### config.mk
export PLATFORM = sky130hd
export DESIGN_NAME = uart_top
export DESIGN_NICKNAME = d
export VERILOG_FILES = /design/src/verilog/uart_pkg.sv /design/src/verilog/uart_cmd_ctrl.sv /design/src/verilog/uart_rx.sv /design/src/verilog/uart_top.sv /design/src/verilog/uart_tx.sv
export VERILOG_INCLUDE_DIRS = /design/src /design/src/verilog
export SDC_FILE = /design/constraint.sdc
export NUM_CORES = 1
export LEC_CHECK = 0
export BUFFER_PORTS_ARGS = -buffer_cell sky130_fd_sc_hd__buf_2
export CAP_MARGIN = 5
export CELL_PAD_IN_SITES_DETAIL_PLACEMENT = 1
export CELL_PAD_IN_SITES_GLOBAL_PLACEMENT = 1
export CORE_MARGIN = 3
export CORE_UTILIZATION = 52
export CTS_BUF_LIST = sky130_fd_sc_hd__clkbuf_16
export DETAILED_ROUTE_END_ITERATION = 8
export PLACE_DENSITY_LB_ADDON = 0.1
export SLEW_MARGIN = 20
export SYNTH_ARGS = -nofsm -noshare
export SYNTH_HDL_FRONTEND = slang
export SYNTH_SLANG_ARGS = --single-unit
### constraint.sdc
create_clock -name clk -period 7.2 [get_ports clk]
set_clock_uncertainty 0.2 [all_clocks]
set_input_delay 0.36 -clock clk [delete_from_list [all_inputs] [get_ports clk]]
set_output_delay 0.36 -clock clk [all_outputs]
set_load 0.01 [all_outputs]
### src/verilog/uart_settings.svh
`ifndef UART_SETTINGS_SVH
`define UART_SETTINGS_SVH

// clock cycles per serial bit, 115200 baud at 50 MHz
`define UART_CLKS_PER_BIT 434

// flip-flops between the rx pin and the receiver logic
`define UART_SYNC_STAGES 3

// start, 8 data, parity, stop
`define UART_FRAME_BITS 11

`endif

### src/verilog/uart_pkg.sv
package uart_pkg;

  // one serial payload byte
  typedef logic [7:0] uart_byte_t;

  // host command word
  // bit 15 write flag, bits 14..8 address, bits 7..0 write data
  typedef logic [15:0] uart_cmd_t;

  // bit position inside one serial frame
  typedef logic [3:0] uart_bit_cnt_t;

endpackage

### src/verilog/uart_cmd_ctrl.sv
`timescale 1ns/1ps
`include "uart_settings.svh"

module uart_cmd_ctrl (
  input  logic                 clk,
  input  logic                 rst_n,
  input  uart_pkg::uart_cmd_t  cmd_in,
  input  logic                 cmd_vld,
  output logic                 cmd_rdy,
  output logic                 tx_start,
  output uart_pkg::uart_byte_t tx_byte,
  input  logic                 tx_done
);

  import uart_pkg::*;

  uart_cmd_t cmd_q;
  logic      start_q;
  logic      second_q;
  logic      accept;
  logic      is_write;
  logic      next_byte;
  logic      last_done;

  assign accept   = cmd_vld && cmd_rdy;
  assign is_write = cmd_q[15];

  // write commands chain the data byte onto the first tx_done
  assign next_byte = tx_done && !second_q && is_write;
  assign last_done = tx_done && (second_q || !is_write);

  assign tx_start = start_q || next_byte;
  assign tx_byte  = (second_q || next_byte) ? cmd_q[7:0] : cmd_q[15:8];

  always_ff @(posedge clk or negedge rst_n) begin
    if (!rst_n) begin
      cmd_rdy  <= 1'b1;
      start_q  <= 1'b0;
      second_q <= 1'b0;
    end else begin
      start_q <= accept;
      if (accept) begin
        cmd_rdy  <= 1'b0;
        second_q <= 1'b0;
      end else if (last_done) begin
        cmd_rdy  <= 1'b1;
        second_q <= 1'b0;
      end else if (next_byte) begin
        second_q <= 1'b1;
      end
    end
  end

  // held for the whole command
  always_ff @(posedge clk) begin
    if (accept) begin
      cmd_q <= cmd_in;
    end
  end

endmodule

### src/verilog/uart_rx.sv
`timescale 1ns/1ps
`include "uart_settings.svh"

module uart_rx (
  input  logic                 clk,
  input  logic                 rst_n,
  input  logic                 rx,
  output uart_pkg::uart_byte_t read_data,
  output logic                 read_vld,
  output logic                 parity_err
);

  import uart_pkg::*;

  localparam int unsigned CLKS  = `UART_CLKS_PER_BIT;
  localparam int unsigned CNT_W = $clog2(CLKS);
  localparam int unsigned SYNC  = `UART_SYNC_STAGES;
  localparam uart_bit_cnt_t PAR_BIT  = uart_bit_cnt_t'(`UART_FRAME_BITS - 2);
  localparam uart_bit_cnt_t STOP_BIT = uart_bit_cnt_t'(`UART_FRAME_BITS - 1);

  logic [SYNC-1:0]  sync_q;
  logic             rx_s;
  logic             rx_prev;
  logic             start_edge;
  logic             busy;
  logic [CNT_W-1:0] baud_cnt;
  uart_bit_cnt_t    bit_idx;
  uart_byte_t       data_sr;
  logic             par_acc;
  logic             sample;

  assign rx_s       = sync_q[SYNC-1];
  assign start_edge = rx_prev && !rx_s;
  assign sample     = busy && (baud_cnt == '0);

  // line idles high, so reset the synchronizer to ones
  always_ff @(posedge clk or negedge rst_n) begin
    if (!rst_n) begin
      sync_q  <= '1;
      rx_prev <= 1'b1;
    end else begin
      sync_q  <= {sync_q[SYNC-2:0], rx};
      rx_prev <= rx_s;
    end
  end

  always_ff @(posedge clk or negedge rst_n) begin
    if (!rst_n) begin
      busy       <= 1'b0;
      baud_cnt   <= '0;
      bit_idx    <= '0;
      par_acc    <= 1'b0;
      read_vld   <= 1'b0;
      parity_err <= 1'b0;
      read_data  <= '0;
    end else begin
      read_vld   <= 1'b0;
      parity_err <= 1'b0;
      if (!busy) begin
        if (start_edge) begin
          // first sample lands mid start bit
          busy     <= 1'b1;
          baud_cnt <= CNT_W'(CLKS / 2 - 1);
          bit_idx  <= '0;
          par_acc  <= 1'b0;
        end
      end else if (sample) begin
        baud_cnt <= CNT_W'(CLKS - 1);
        bit_idx  <= bit_idx + 1'b1;
        if (bit_idx == '0) begin
          // glitch, not a real start bit
          if (rx_s) busy <= 1'b0;
        end else if (bit_idx == STOP_BIT) begin
          busy <= 1'b0;
          if (rx_s) begin
            read_vld   <= par_acc;
            parity_err <= !par_acc;
            if (par_acc) read_data <= data_sr;
          end
        end else begin
          par_acc <= par_acc ^ rx_s;
        end
      end else begin
        baud_cnt <= baud_cnt - 1'b1;
      end
    end
  end

  // data bits arrive lsb first
  always_ff @(posedge clk) begin
    if (sample && (bit_idx != '0) && (bit_idx < PAR_BIT)) begin
      data_sr <= {rx_s, data_sr[7:1]};
    end
  end

endmodule

### src/verilog/uart_top.sv
`timescale 1ns/1ps
`include "uart_settings.svh"

module uart_top (
  input  logic                 clk,
  input  logic                 rst_n,
  input  uart_pkg::uart_cmd_t  cmd_in,
  input  logic                 cmd_vld,
  output logic                 cmd_rdy,
  input  logic                 rx,
  output logic                 tx,
  output uart_pkg::uart_byte_t read_data,
  output logic                 read_vld,
  output logic                 parity_err
);

  import uart_pkg::*;

  logic       tx_start;
  logic       tx_done;
  uart_byte_t tx_byte;

  uart_cmd_ctrl u_cmd_ctrl (
    .clk      (clk),
    .rst_n    (rst_n),
    .cmd_in   (cmd_in),
    .cmd_vld  (cmd_vld),
    .cmd_rdy  (cmd_rdy),
    .tx_start (tx_start),
    .tx_byte  (tx_byte),
    .tx_done  (tx_done)
  );

  uart_tx u_tx (
    .clk      (clk),
    .rst_n    (rst_n),
    .tx_start (tx_start),
    .tx_byte  (tx_byte),
    .tx       (tx),
    .tx_done  (tx_done)
  );

  // receive path runs on its own
  uart_rx u_rx (
    .clk        (clk),
    .rst_n      (rst_n),
    .rx         (rx),
    .read_data  (read_data),
    .read_vld   (read_vld),
    .parity_err (parity_err)
  );

endmodule

### src/verilog/uart_tx.sv
`timescale 1ns/1ps
`include "uart_settings.svh"

module uart_tx (
  input  logic                 clk,
  input  logic                 rst_n,
  input  logic                 tx_start,
  input  uart_pkg::uart_byte_t tx_byte,
  output logic                 tx,
  output logic                 tx_done
);

  import uart_pkg::*;

  localparam int unsigned CLKS  = `UART_CLKS_PER_BIT;
  localparam int unsigned CNT_W = $clog2(CLKS);
  localparam uart_bit_cnt_t LAST_BIT = uart_bit_cnt_t'(`UART_FRAME_BITS - 1);

  logic                        busy;
  logic [CNT_W-1:0]            baud_cnt;
  uart_bit_cnt_t               bit_idx;
  logic [`UART_FRAME_BITS-2:0] frame_sr;
  logic                        bit_end;

  // last cycle of the current bit time
  assign bit_end = busy && (baud_cnt == CNT_W'(CLKS - 1));
  assign tx_done = bit_end && (bit_idx == LAST_BIT);

  always_ff @(posedge clk or negedge rst_n) begin
    if (!rst_n) begin
      busy     <= 1'b0;
      baud_cnt <= '0;
      bit_idx  <= '0;
      tx       <= 1'b1;
    end else if (tx_start) begin
      // start bit goes out right away
      busy     <= 1'b1;
      baud_cnt <= '0;
      bit_idx  <= '0;
      tx       <= 1'b0;
    end else if (bit_end) begin
      baud_cnt <= '0;
      if (bit_idx == LAST_BIT) begin
        busy <= 1'b0;
        tx   <= 1'b1;
      end else begin
        bit_idx <= bit_idx + 1'b1;
        tx      <= frame_sr[0];
      end
    end else if (busy) begin
      baud_cnt <= baud_cnt + 1'b1;
    end
  end

  // stop, odd parity, data lsb first
  always_ff @(posedge clk) begin
    if (tx_start) begin
      frame_sr <= {1'b1, ~^tx_byte, tx_byte};
    end else if (bit_end) begin
      frame_sr <= {1'b1, frame_sr[`UART_FRAME_BITS-2:1]};
    end
  end

endmodule
# Word level (Yosys, flattened, before mapping)
# Cells that the tools add are included.
# word_totals
output_inout_bits	12
register_bits	80
wordCells	112
inputBits	20
# classes
mux	47
n_bitwise	2
reduce_logical	32
addsub	4
order_cmp	1
eq_ne	7
# ops
operator	count
$mux 9	8
$mux 1	32
$mux 4	6
$logic_and 1x1->1	10
$add 9x1->9 const B	1
$eq 9x9->1 const B	1
$logic_not 9->1	1
$sub 9x1->9 const B	1
$add 4x1->4 const B	2
$eq 4x4->1 const B	2
$mux 8	1
$ne 2x2->1 const B	4
$reduce_bool 2->1	4
$reduce_xnor 8->1	1
$reduce_and 2->1	3
$reduce_and 6->1	1
$reduce_bool 3->1	2
$logic_not 1->1	4
$logic_not 4->1	1
$lt 4x4->1 const B	1
$reduce_and 4->1	1
$reduce_bool 4->1	1
$logic_or 1x1->1	3
$not 1->1	1
$xor 1x1->1	1

# Longest topological paths before layout
# Gate-level depths: netlist (run 1).
# depth
ltp_word	9
mapped_depth	9
depth_no_buf	7

# Cells and area by module
# Synthesis (run 1) repeated with hierarchy kept, for this count alone.
# unflattened
cells_unflattened	283
hier_area_um2	3661.0
# modules_own_cells
mod	cells_per_inst	area_per_inst_um2	seq_area_each_um2	instances
uart_rx	135	1690.4	970.9	1
uart_tx	110	1251.2	646.9	1
uart_cmd_ctrl	38	719.4	556.8	1

# Worst setup path after synthesis (run 1)
# Ideal clock, no wire load.
# synth_timing
path_kind	register to register
startpoint	register u_rx.baud_cnt[0]
endpoint	register u_rx.data_sr[0] (enable)
n_path_buf	2
setup_time_ns	0.370
required_time_ns	6.630
stages_incl_launch_ff	9
synth_period_minus_slack_ns	2.479
path_slack_ns	4.721
arrival_time_ns	1.909
path_cell_list	dfrtp_1 inv_1 ha_1 or3b_1 buf_6 nor2_4 nand3_2 clkbuf_1 nor2_1
# synth_between
elab_chain_cells	4
# synth_lines
element	line_no	rtl
start: declaration	uart_rx.sv:26	logic [CNT_W-1:0] baud_cnt;
start signal: assignment	uart_rx.sv:63	baud_cnt <= CNT_W'(CLKS / 2 - 1);
start signal: assignment	uart_rx.sv:68	baud_cnt <= CNT_W'(CLKS - 1);
start signal: assignment	uart_rx.sv:84	baud_cnt <= baud_cnt - 1'b1;
$logic_not 9->1	uart_rx.sv:34	assign sample = busy && (baud_cnt == '0);
$logic_and 1x1->1	uart_rx.sv:34	
$logic_and 1x1->1 (2 in series)	uart_rx.sv:91	if (sample && (bit_idx != '0) && (bit_idx < PAR_BIT)) begin
end signal: assignment	uart_rx.sv:92	data_sr <= {rx_s, data_sr[7:1]};
end: declaration	uart_rx.sv:28	uart_byte_t data_sr;
# No other way between the ends.
# A chain may end at the register's enable or synchronous reset.

# Final worst setup path (run 1)
# layout_timing
startpoint	register u_rx.baud_cnt[0]
endpoint	register u_rx.data_sr[3] (enable)
# The elaborated chain is that of the path after synthesis.

==> summary.txt, run 1 <==
Run status
  • Status: finished, final reports clean

Placement
  • PortBufs: 31
  • Placed cell area: 3790 µm²
  • Dpl cells: 387
  • GP Congestion: 0.756
  • Final HPWL DP: 5070 µm

Floorplanning
  • Ports: 32
  • # rows: 29
  • Die area: 7890 µm²
  • Initial core utilization: 54.9%
  • Core ar.: 6490 µm²
  • DIE HEIGHT: 88.8 µm
  • DIE WIDTH: 88.8 µm

Final layout
  • Fin nets: 363
  • Layout cells sized above 1: 21.0%
  • Most common cell after layout, fill and taps aside: dfrtp_1
  • ANT cells: 0
  • Post-route cell area: 4210 µm²
  • Synth-to-layout area growth: 18.0%
  • FILL cells: 657
  • Fin cells: 415
  • Most frequent cells in the layout: 41 x dfrtp_1, 33 x edfxtp_1, 31 x buf_2

Route
  • Vias: 2347
  • Max layer used: met4
  • Met3 routed WL: 129 µm
  • DRT Wirelength: 8060 µm
  • DR WL met2: 4500 µm
  • DRT Pass-1 Iters: 4
  • Vias per inst: 5.66
  • Met1 WL: 3350 µm
  • Antenna-violating nets left: 0
  • Post-route DRC: 0
  • Starting DRT DRC Count: 90
  • DR WL/cell: 19.4 µm

Worst hold path
  • Worst Hold Launch: cmd_in[1]
  • Hold Path Depth: 1
  • Hold crit path type: input port to flop
  • Hold Path Sink: u_cmd_ctrl.cmd_q[1]

Timing
  • Post-layout min period: 2.75 ns
  • Setup TNS: 0 ns
  • Hold Fails Final Rpt: 0
  • Worst slew margin: 36.8%
  • Final critical-path share of the clock period: 38.2%
  • Slew @ Worst Pin: 0.948 ns
  • Peak Freq: 0.364 GHz
  • Final setup fails: 0
  • RSZ-0062 raised after global routing: false
  • Final Max Slew Viols: 0

CTS
  • Clock Tree Root: clkbuf_16
  • CTS Buf Count: 9
  • Clock Latency Late Sink: 0.33 ns
  • Clock buffer depth: 2
  • Post-CTS setup buffer count: 0
  • H-tree levels: 3
  • Clock-pin slew of the registers on the worst-case setup and hold paths: 0.06 ns
  • Cts repair resizes: 0
  • CTS tree: yes
  • CTS Sinks: 80

Worst setup path
  • Crit path DAT: 2.51 ns
  • CP bufs+invs: 1
  • Critical path cell sequence: inv_1 -> ha_1 -> or3b_1 -> nor2_4 -> nand3_2 -> nor2_1
  • Slowest stage delay, CP: 0.62 ns
  • Crit-path slowest cell: nor2_1
  • R2R setup slack: 4.45 ns
  • Critical path's top delay family: simple AND/OR/NAND/NOR gates
  • Setup CP Type: flop to flop
  • Kind of end point of the critical path: flop
  • Critical Path RT: 6.96 ns
  • Reg2reg path depth: 6
  • Worst setup SP type: flop
  • RR Startpoint: u_rx.baud_cnt[0]
  • Worst flop-to-flop path endpoint: u_rx.data_sr[3]
  • CP Max Fanout: 11

Synthesis
  • Syn avg cell area: 12.5 µm²
  • Yosys Warn Count: 0
  • Top_reg_cell synth: dfrtp_1
  • Mapped Area: 3570 µm²
  • Yosys cell types: 51
  • Post-synth EDFFs: 33
  • Post-synth ARST share: 58.8%
  • #FFs+latches synth: 80
  • Syn_nets: 315
  • Cell count after synthesis: 285
  • Proportion of synthesized chip area in sequential cells: 60.9%

Power and ir drop
  • Int Power: 0.000867 W
  • Reg power frac: 48.7%
  • Logic pwr share: 13.3%
  • Static Leak: 1.85 nW
  • Pwr dens: 286 nW/µm²
  • Switching Share: 28.0%
  • NetSw: 0.000337 W
  • VDD IR max: 0.000158 V
  • Clk network pwr share: 38.0%

Flow run
  • Max-cap violations: 0

Global route
  • Initial antenna violation count: 0
  • Vias in the first global route: 2613
  • Largest net degree at the start of global routing: 48
  • GRT Util Overall: 22.3%
  • Global-route wire length before repair: 13100 µm
  • Total gr overflow: 0
==> cell families after synthesis <==
group / count (synthesis) / synth area share, %
AO/OA/AOI/OAI: 43 / 8.49
XOR/XNOR: 25 / 6.14
adder cells (fa/ha/maj): 10 / 3.51
buffers and inverters: 21 / 2.52
flip-flops: 80 / 60.9
multiplexers: 18 / 5.33
AND/OR/NAND/NOR: 88 / 13.1
==> worst max-delay path by stage <==
| stage | from | endpoint | slack (ns) | depth (start not counted) |
|---|---|---|---|---|
| 5_1_grt | u_rx.baud_cnt[0] | u_rx.data_sr[7] | 4.19 | 6 |
| 3_5_place_dp | u_rx.baud_cnt[0] | u_rx.data_sr[2] | 4.45 | 6 |
| 4_1_cts | u_rx.baud_cnt[0] | u_rx.read_data[2] | 4.43 | 7 |
| 3_3_place_gp | u_rx.baud_cnt[0] | u_rx.read_data[4] | 4.53 | 7 |
| 2_1_floorplan | u_rx.baud_cnt[0] | u_rx.data_sr[0] | 4.72 | 8 |
| 6_report | u_rx.baud_cnt[0] | u_rx.data_sr[3] | 4.45 | 6 |
==> cells in the mapped netlist (6+ instances only) <==
cell | instances | area, µm²
nand2_1 | 21 | 78.8
edfxtp_1 | 33 | 991
mux2i_1 | 10 | 100
o21ai_0 | 14 | 70.1
dfrtp_1 | 41 | 1030
xor2_1 | 7 | 61.3
dfstp_2 | 6 | 158
ha_1 | 10 | 125
xnor2_1 | 18 | 158
nor2_1 | 30 | 113
a21oi_1 | 7 | 35.0
mux2_2 | 8 | 90.1
inv_1 | 13 | 48.8
==> through the flow <==
stage               setup WS, ns  hold slack, ns  util, %  power [W]
floorplan                   4.72          -0.136        -   0.000695
global placement            4.53           0.147     58.4   0.000730
detailed placement          4.45           0.148     58.4   0.000743
CTS                         4.43       0.0000690     64.2    0.00121
global route                4.19        0.000371     64.8    0.00127
finish                      4.45         0.00618     64.8    0.00120
==> registers in the layout, summed over array words and instances, names as in the netlist, 3 cells and up <==
signal	cells
u_rx.sync_q	3
u_tx.baud_cnt	9
u_rx.data_sr	8
u_cmd_ctrl.cmd_q	16
u_rx.bit_idx	4
u_tx.bit_idx	4
u_rx.baud_cnt	9
u_rx.read_data	8
u_tx.frame_sr	9
==> worst reg2reg max path, stage by stage (launching register included) <==
cell,delay [ns]
dfrtp_1,0.41
inv_1,0.07
ha_1,0.18
or3b_1,0.48
nor2_4,0.16
nand3_2,0.25
nor2_1,0.62
==> power by group through the flow <==
stage / registers [W] / logic [W] / clock network (W)
after global placement: 0.000587 / 0.000143 / 0
after global routing: 0.000595 / 0.000186 / 0.000485
after floorplan: 0.000574 / 0.000121 / 0
after detailed placement: 0.000590 / 0.000152 / 0
final: 0.000586 / 0.000160 / 0.000457
after CTS: 0.000584 / 0.000160 / 0.000464
==> layer usage <==
metal  GRT usage (%)  vias up
met4            8.10        0
met1            25.9     1199
li1                -     1116
met5               0        -
met3            3.17        6
met2            41.4       26
==> cell type report <==
class | count | area [µm²] | share of cell area, %
clock inverters | 7 | 71.3 | 1.69
flip-flops and latches | 80 | 2170 | 51.6
repair buffers | 45 | 290 | 6.89
well taps | 77 | 96.3 | 2.29
inverters | 13 | 48.8 | 1.16
clock buffers | 9 | 225 | 5.35
multi-input cells | 184 | 1300 | 31.0
==> repair_timing <==
action                                 4_1_cts  5_1_grt
hold buffers                                 8        4
endpoints found under the hold margin       48        4
setup endpoints to repair                    0        0
Note: power is estimated with default switching activity, not from simulation.
==> inputs of run 2 (changes only) <==
- CORE_UTILIZATION: 52 -> 48
- clock period: 7.2 -> 2.8 ns (I/O delays scaled with it)
==> summary.txt, run 2 (synthesis results as in run 1) <==
Worst setup path
  • Reg2reg path depth: 7 (was 6)
  • RR Startpoint: u_rx.baud_cnt[0] (unchanged)
  • Crit path from: u_rx.baud_cnt[0] (unchanged)
  • Critical Path RT: 2.82 ns (was 6.96 ns)
  • CP Max Fanout: 8 (was 11)
  • Worst flop-to-flop path endpoint: u_rx.read_data[7] (was u_rx.data_sr[3])
  • R2R setup slack: 0.20 ns (was 4.45 ns)
  • Worst setup SP type: flop (unchanged)
  • Setup CP Type: flop to flop (unchanged)
  • Crit path DAT: 2.62 ns (was 2.51 ns)
  • Kind of end point of the critical path: flop (unchanged)
  • End of the critical path: u_rx.read_data[7] (was u_rx.data_sr[3])

Global route
  • Met1 usage: 24.6% (was 25.9%)
  • Initial antenna violation count: 0 (unchanged)
  • Total gr overflow: 0 (unchanged)
  • Largest net degree at the start of global routing: 47 (was 48)
  • Met3 Use GR: 4.92% (was 3.17%)
  • GRT Util Overall: 21.5% (was 22.3%)
  • Vias in the first global route: 2633 (was 2613)
  • GR peak layer: met2 (unchanged)
  • Global-route wire length before repair: 13900 µm (was 13100 µm)
  • Met2 Resource Use GR: 38.8% (was 41.4%)

Timing
  • Final Worst Setup Slack: 0.202 ns (was 4.45 ns)
  • Final setup fails: 0 (unchanged)
  • Setup TNS: 0 ns (unchanged)
  • Peak Freq: 0.385 GHz (was 0.364 GHz)
  • Post-layout min period: 2.60 ns (was 2.75 ns)
  • Slew @ Worst Pin: 0.937 ns (was 0.948 ns)
  • Final critical-path share of the clock period: 92.8% (was 38.2%)
  • Hold Fails Final Rpt: 0 (unchanged)
  • Worst slew margin: 37.6% (was 36.8%)
  • Final Max Slew Viols: 0 (unchanged)
  • Hold WS: 0.148 ns (was 0.00618 ns)
  • RSZ-0062 raised after global routing: false (unchanged)

CTS
  • H-tree levels: 3 (unchanged)
  • Post-CTS setup buffer count: 0 (unchanged)
  • Clock buffer depth: 2 (unchanged)
  • Clock Latency Late Sink: 0.34 ns (was 0.33 ns)
  • Hold Buf Count CTS: 19 (was 8)
  • Clock Tree Root: clkbuf_16 (unchanged)
  • Clock-pin slew of the registers on the worst-case setup and hold paths: 0.07 ns (was 0.06 ns)
  • CTS Buf Count: 9 (unchanged)
  • Cts repair resizes: 0 (unchanged)
  • CTS tree: yes (unchanged)
  • CTS Sinks: 80 (unchanged)

Floorplanning
  • Core ar.: 6980 µm² (was 6490 µm²)
  • Initial core utilization: 51.1% (was 54.9%)
  • Ports: 32 (unchanged)
  • DIE HEIGHT: 92.2 µm (was 88.8 µm)
  • Die area: 8500 µm² (was 7890 µm²)
  • DIE WIDTH: 92.2 µm (was 88.8 µm)
  • # rows: 30 (was 29)

Final layout
  • Reg with most FFs: u_cmd_ctrl.cmd_q (unchanged)
  • Post-route cell area: 4350 µm² (was 4210 µm²)
  • Synth-to-layout area growth: 21.8% (was 18.0%)
  • Most common cell after layout, fill and taps aside: dfrtp_1 (unchanged)
  • Layout cells sized above 1: 21.8% (was 21.0%)
  • FILL cells: 717 (was 657)
  • Fin nets: 374 (was 363)
  • Most frequent cells in the layout: 41 x dfrtp_1, 33 x edfxtp_1, 30 x nor2_1, 30 x buf_2, 21 x nand2_1 (was 41 x dfrtp_1, 33 x edfxtp_1, 31 x buf_2)
  • Fin util: 62.3% (was 64.8%)
  • Max reg flops: 16 (unchanged)
  • ANT cells: 0 (unchanged)

Worst hold path
  • Hold crit path type: input port to asynchronous set/reset pin (was input port to flop)

Route
  • Vias per inst: 5.35 (was 5.66)
  • Antenna-violating nets left: 0 (unchanged)
  • DR WL/cell: 18.4 µm (was 19.4 µm)
  • Vias: 2381 (was 2347)
  • DRT Wirelength: 8200 µm (was 8060 µm)
  • Post-route DRC: 0 (unchanged)
  • Starting DRT DRC Count: 90 (unchanged)
  • DRT Pass-1 Iters: 4 (unchanged)

Power and ir drop
  • Static Leak: 1.91 nW (was 1.85 nW)
  • VDD IR max: 0.000373 V (was 0.000158 V)
  • Pwr dens: 718 nW/µm² (was 286 nW/µm²)

Placement
  • GP Congestion: 0.786 (was 0.756)
  • Final HPWL DP: 4960 µm (was 5070 µm)
  • Placed cell area: 3850 µm² (was 3790 µm²)
  • Pre-CTS WS: 0.214 ns (was 4.45 ns)
  • PortBufs: 31 (unchanged)

Flow run
  • Max-cap violations: 0 (unchanged)

Run status
  • Status: finished, final reports clean (unchanged)
-- run 2: area by class of cell --
| cell class | instances | area [µm²] | area share [%] |
|---|---|---|---|
| Sequential cell | 80 | 2170 | 50.0 |
| Multi-Input combinational cell | 184 | 1300 | 30.0 |
| Timing Repair Buffer | 56 | 393 | 9.04 |
| Clock buffer | 10 | 250 | 5.76 |
| Tap cell | 96 | 120 | 2.76 |
| Clock inverter | 6 | 56.3 | 1.30 |
| Inverter | 13 | 48.8 | 1.12 |
-- run 2: per-stage QoR --
stage               instances  total power, W
floorplan                 285         0.00179
global placement          410         0.00188
detailed placement        410         0.00191
CTS                       445         0.00314
global route              445         0.00329
finish                    445         0.00312
-- run 2: worst min path at each step --
stage,cells past startpoint,end,startpoint
floorplan,0,u_cmd_ctrl.second_q,rst_n
finish,2,u_tx.bit_idx[0],rst_n
CTS,0,u_rx.sync_q[1],u_rx.sync_q[0]
global placement,1,u_rx.sync_q[0],rx
detailed placement,1,u_rx.sync_q[0],rx
global route,0,u_rx.sync_q[2],u_rx.sync_q[1]
-- run 2: critical path, cell delays in order, from the launching register on --
cell	delay (ns)
dfrtp_1	0.41
inv_1	0.07
ha_1	0.18
or3b_1	0.49
nor2_4	0.16
nand3_2	0.11
nor3_4	0.45
mux2_2	0.40
-- run 2: routing by layer --
layer  up-vias  part of all wire (%)  routed length [µm]
li1       1126                     -                   -
met1      1197                    40                3290
met2        37                    54                4470
met3        21                   2.6                 210
met4         0                   2.8                 229
met5         -                     0                   0
-- run 2: power breakdown --
group          internal, W  leakage [nW]  switching (W)  total (W)
clock network     0.000675         0.149       0.000517    0.00119
logic             0.000199         0.872       0.000226   0.000425
registers          0.00135         0.888       0.000157    0.00151
total              0.00222          1.91       0.000900    0.00312
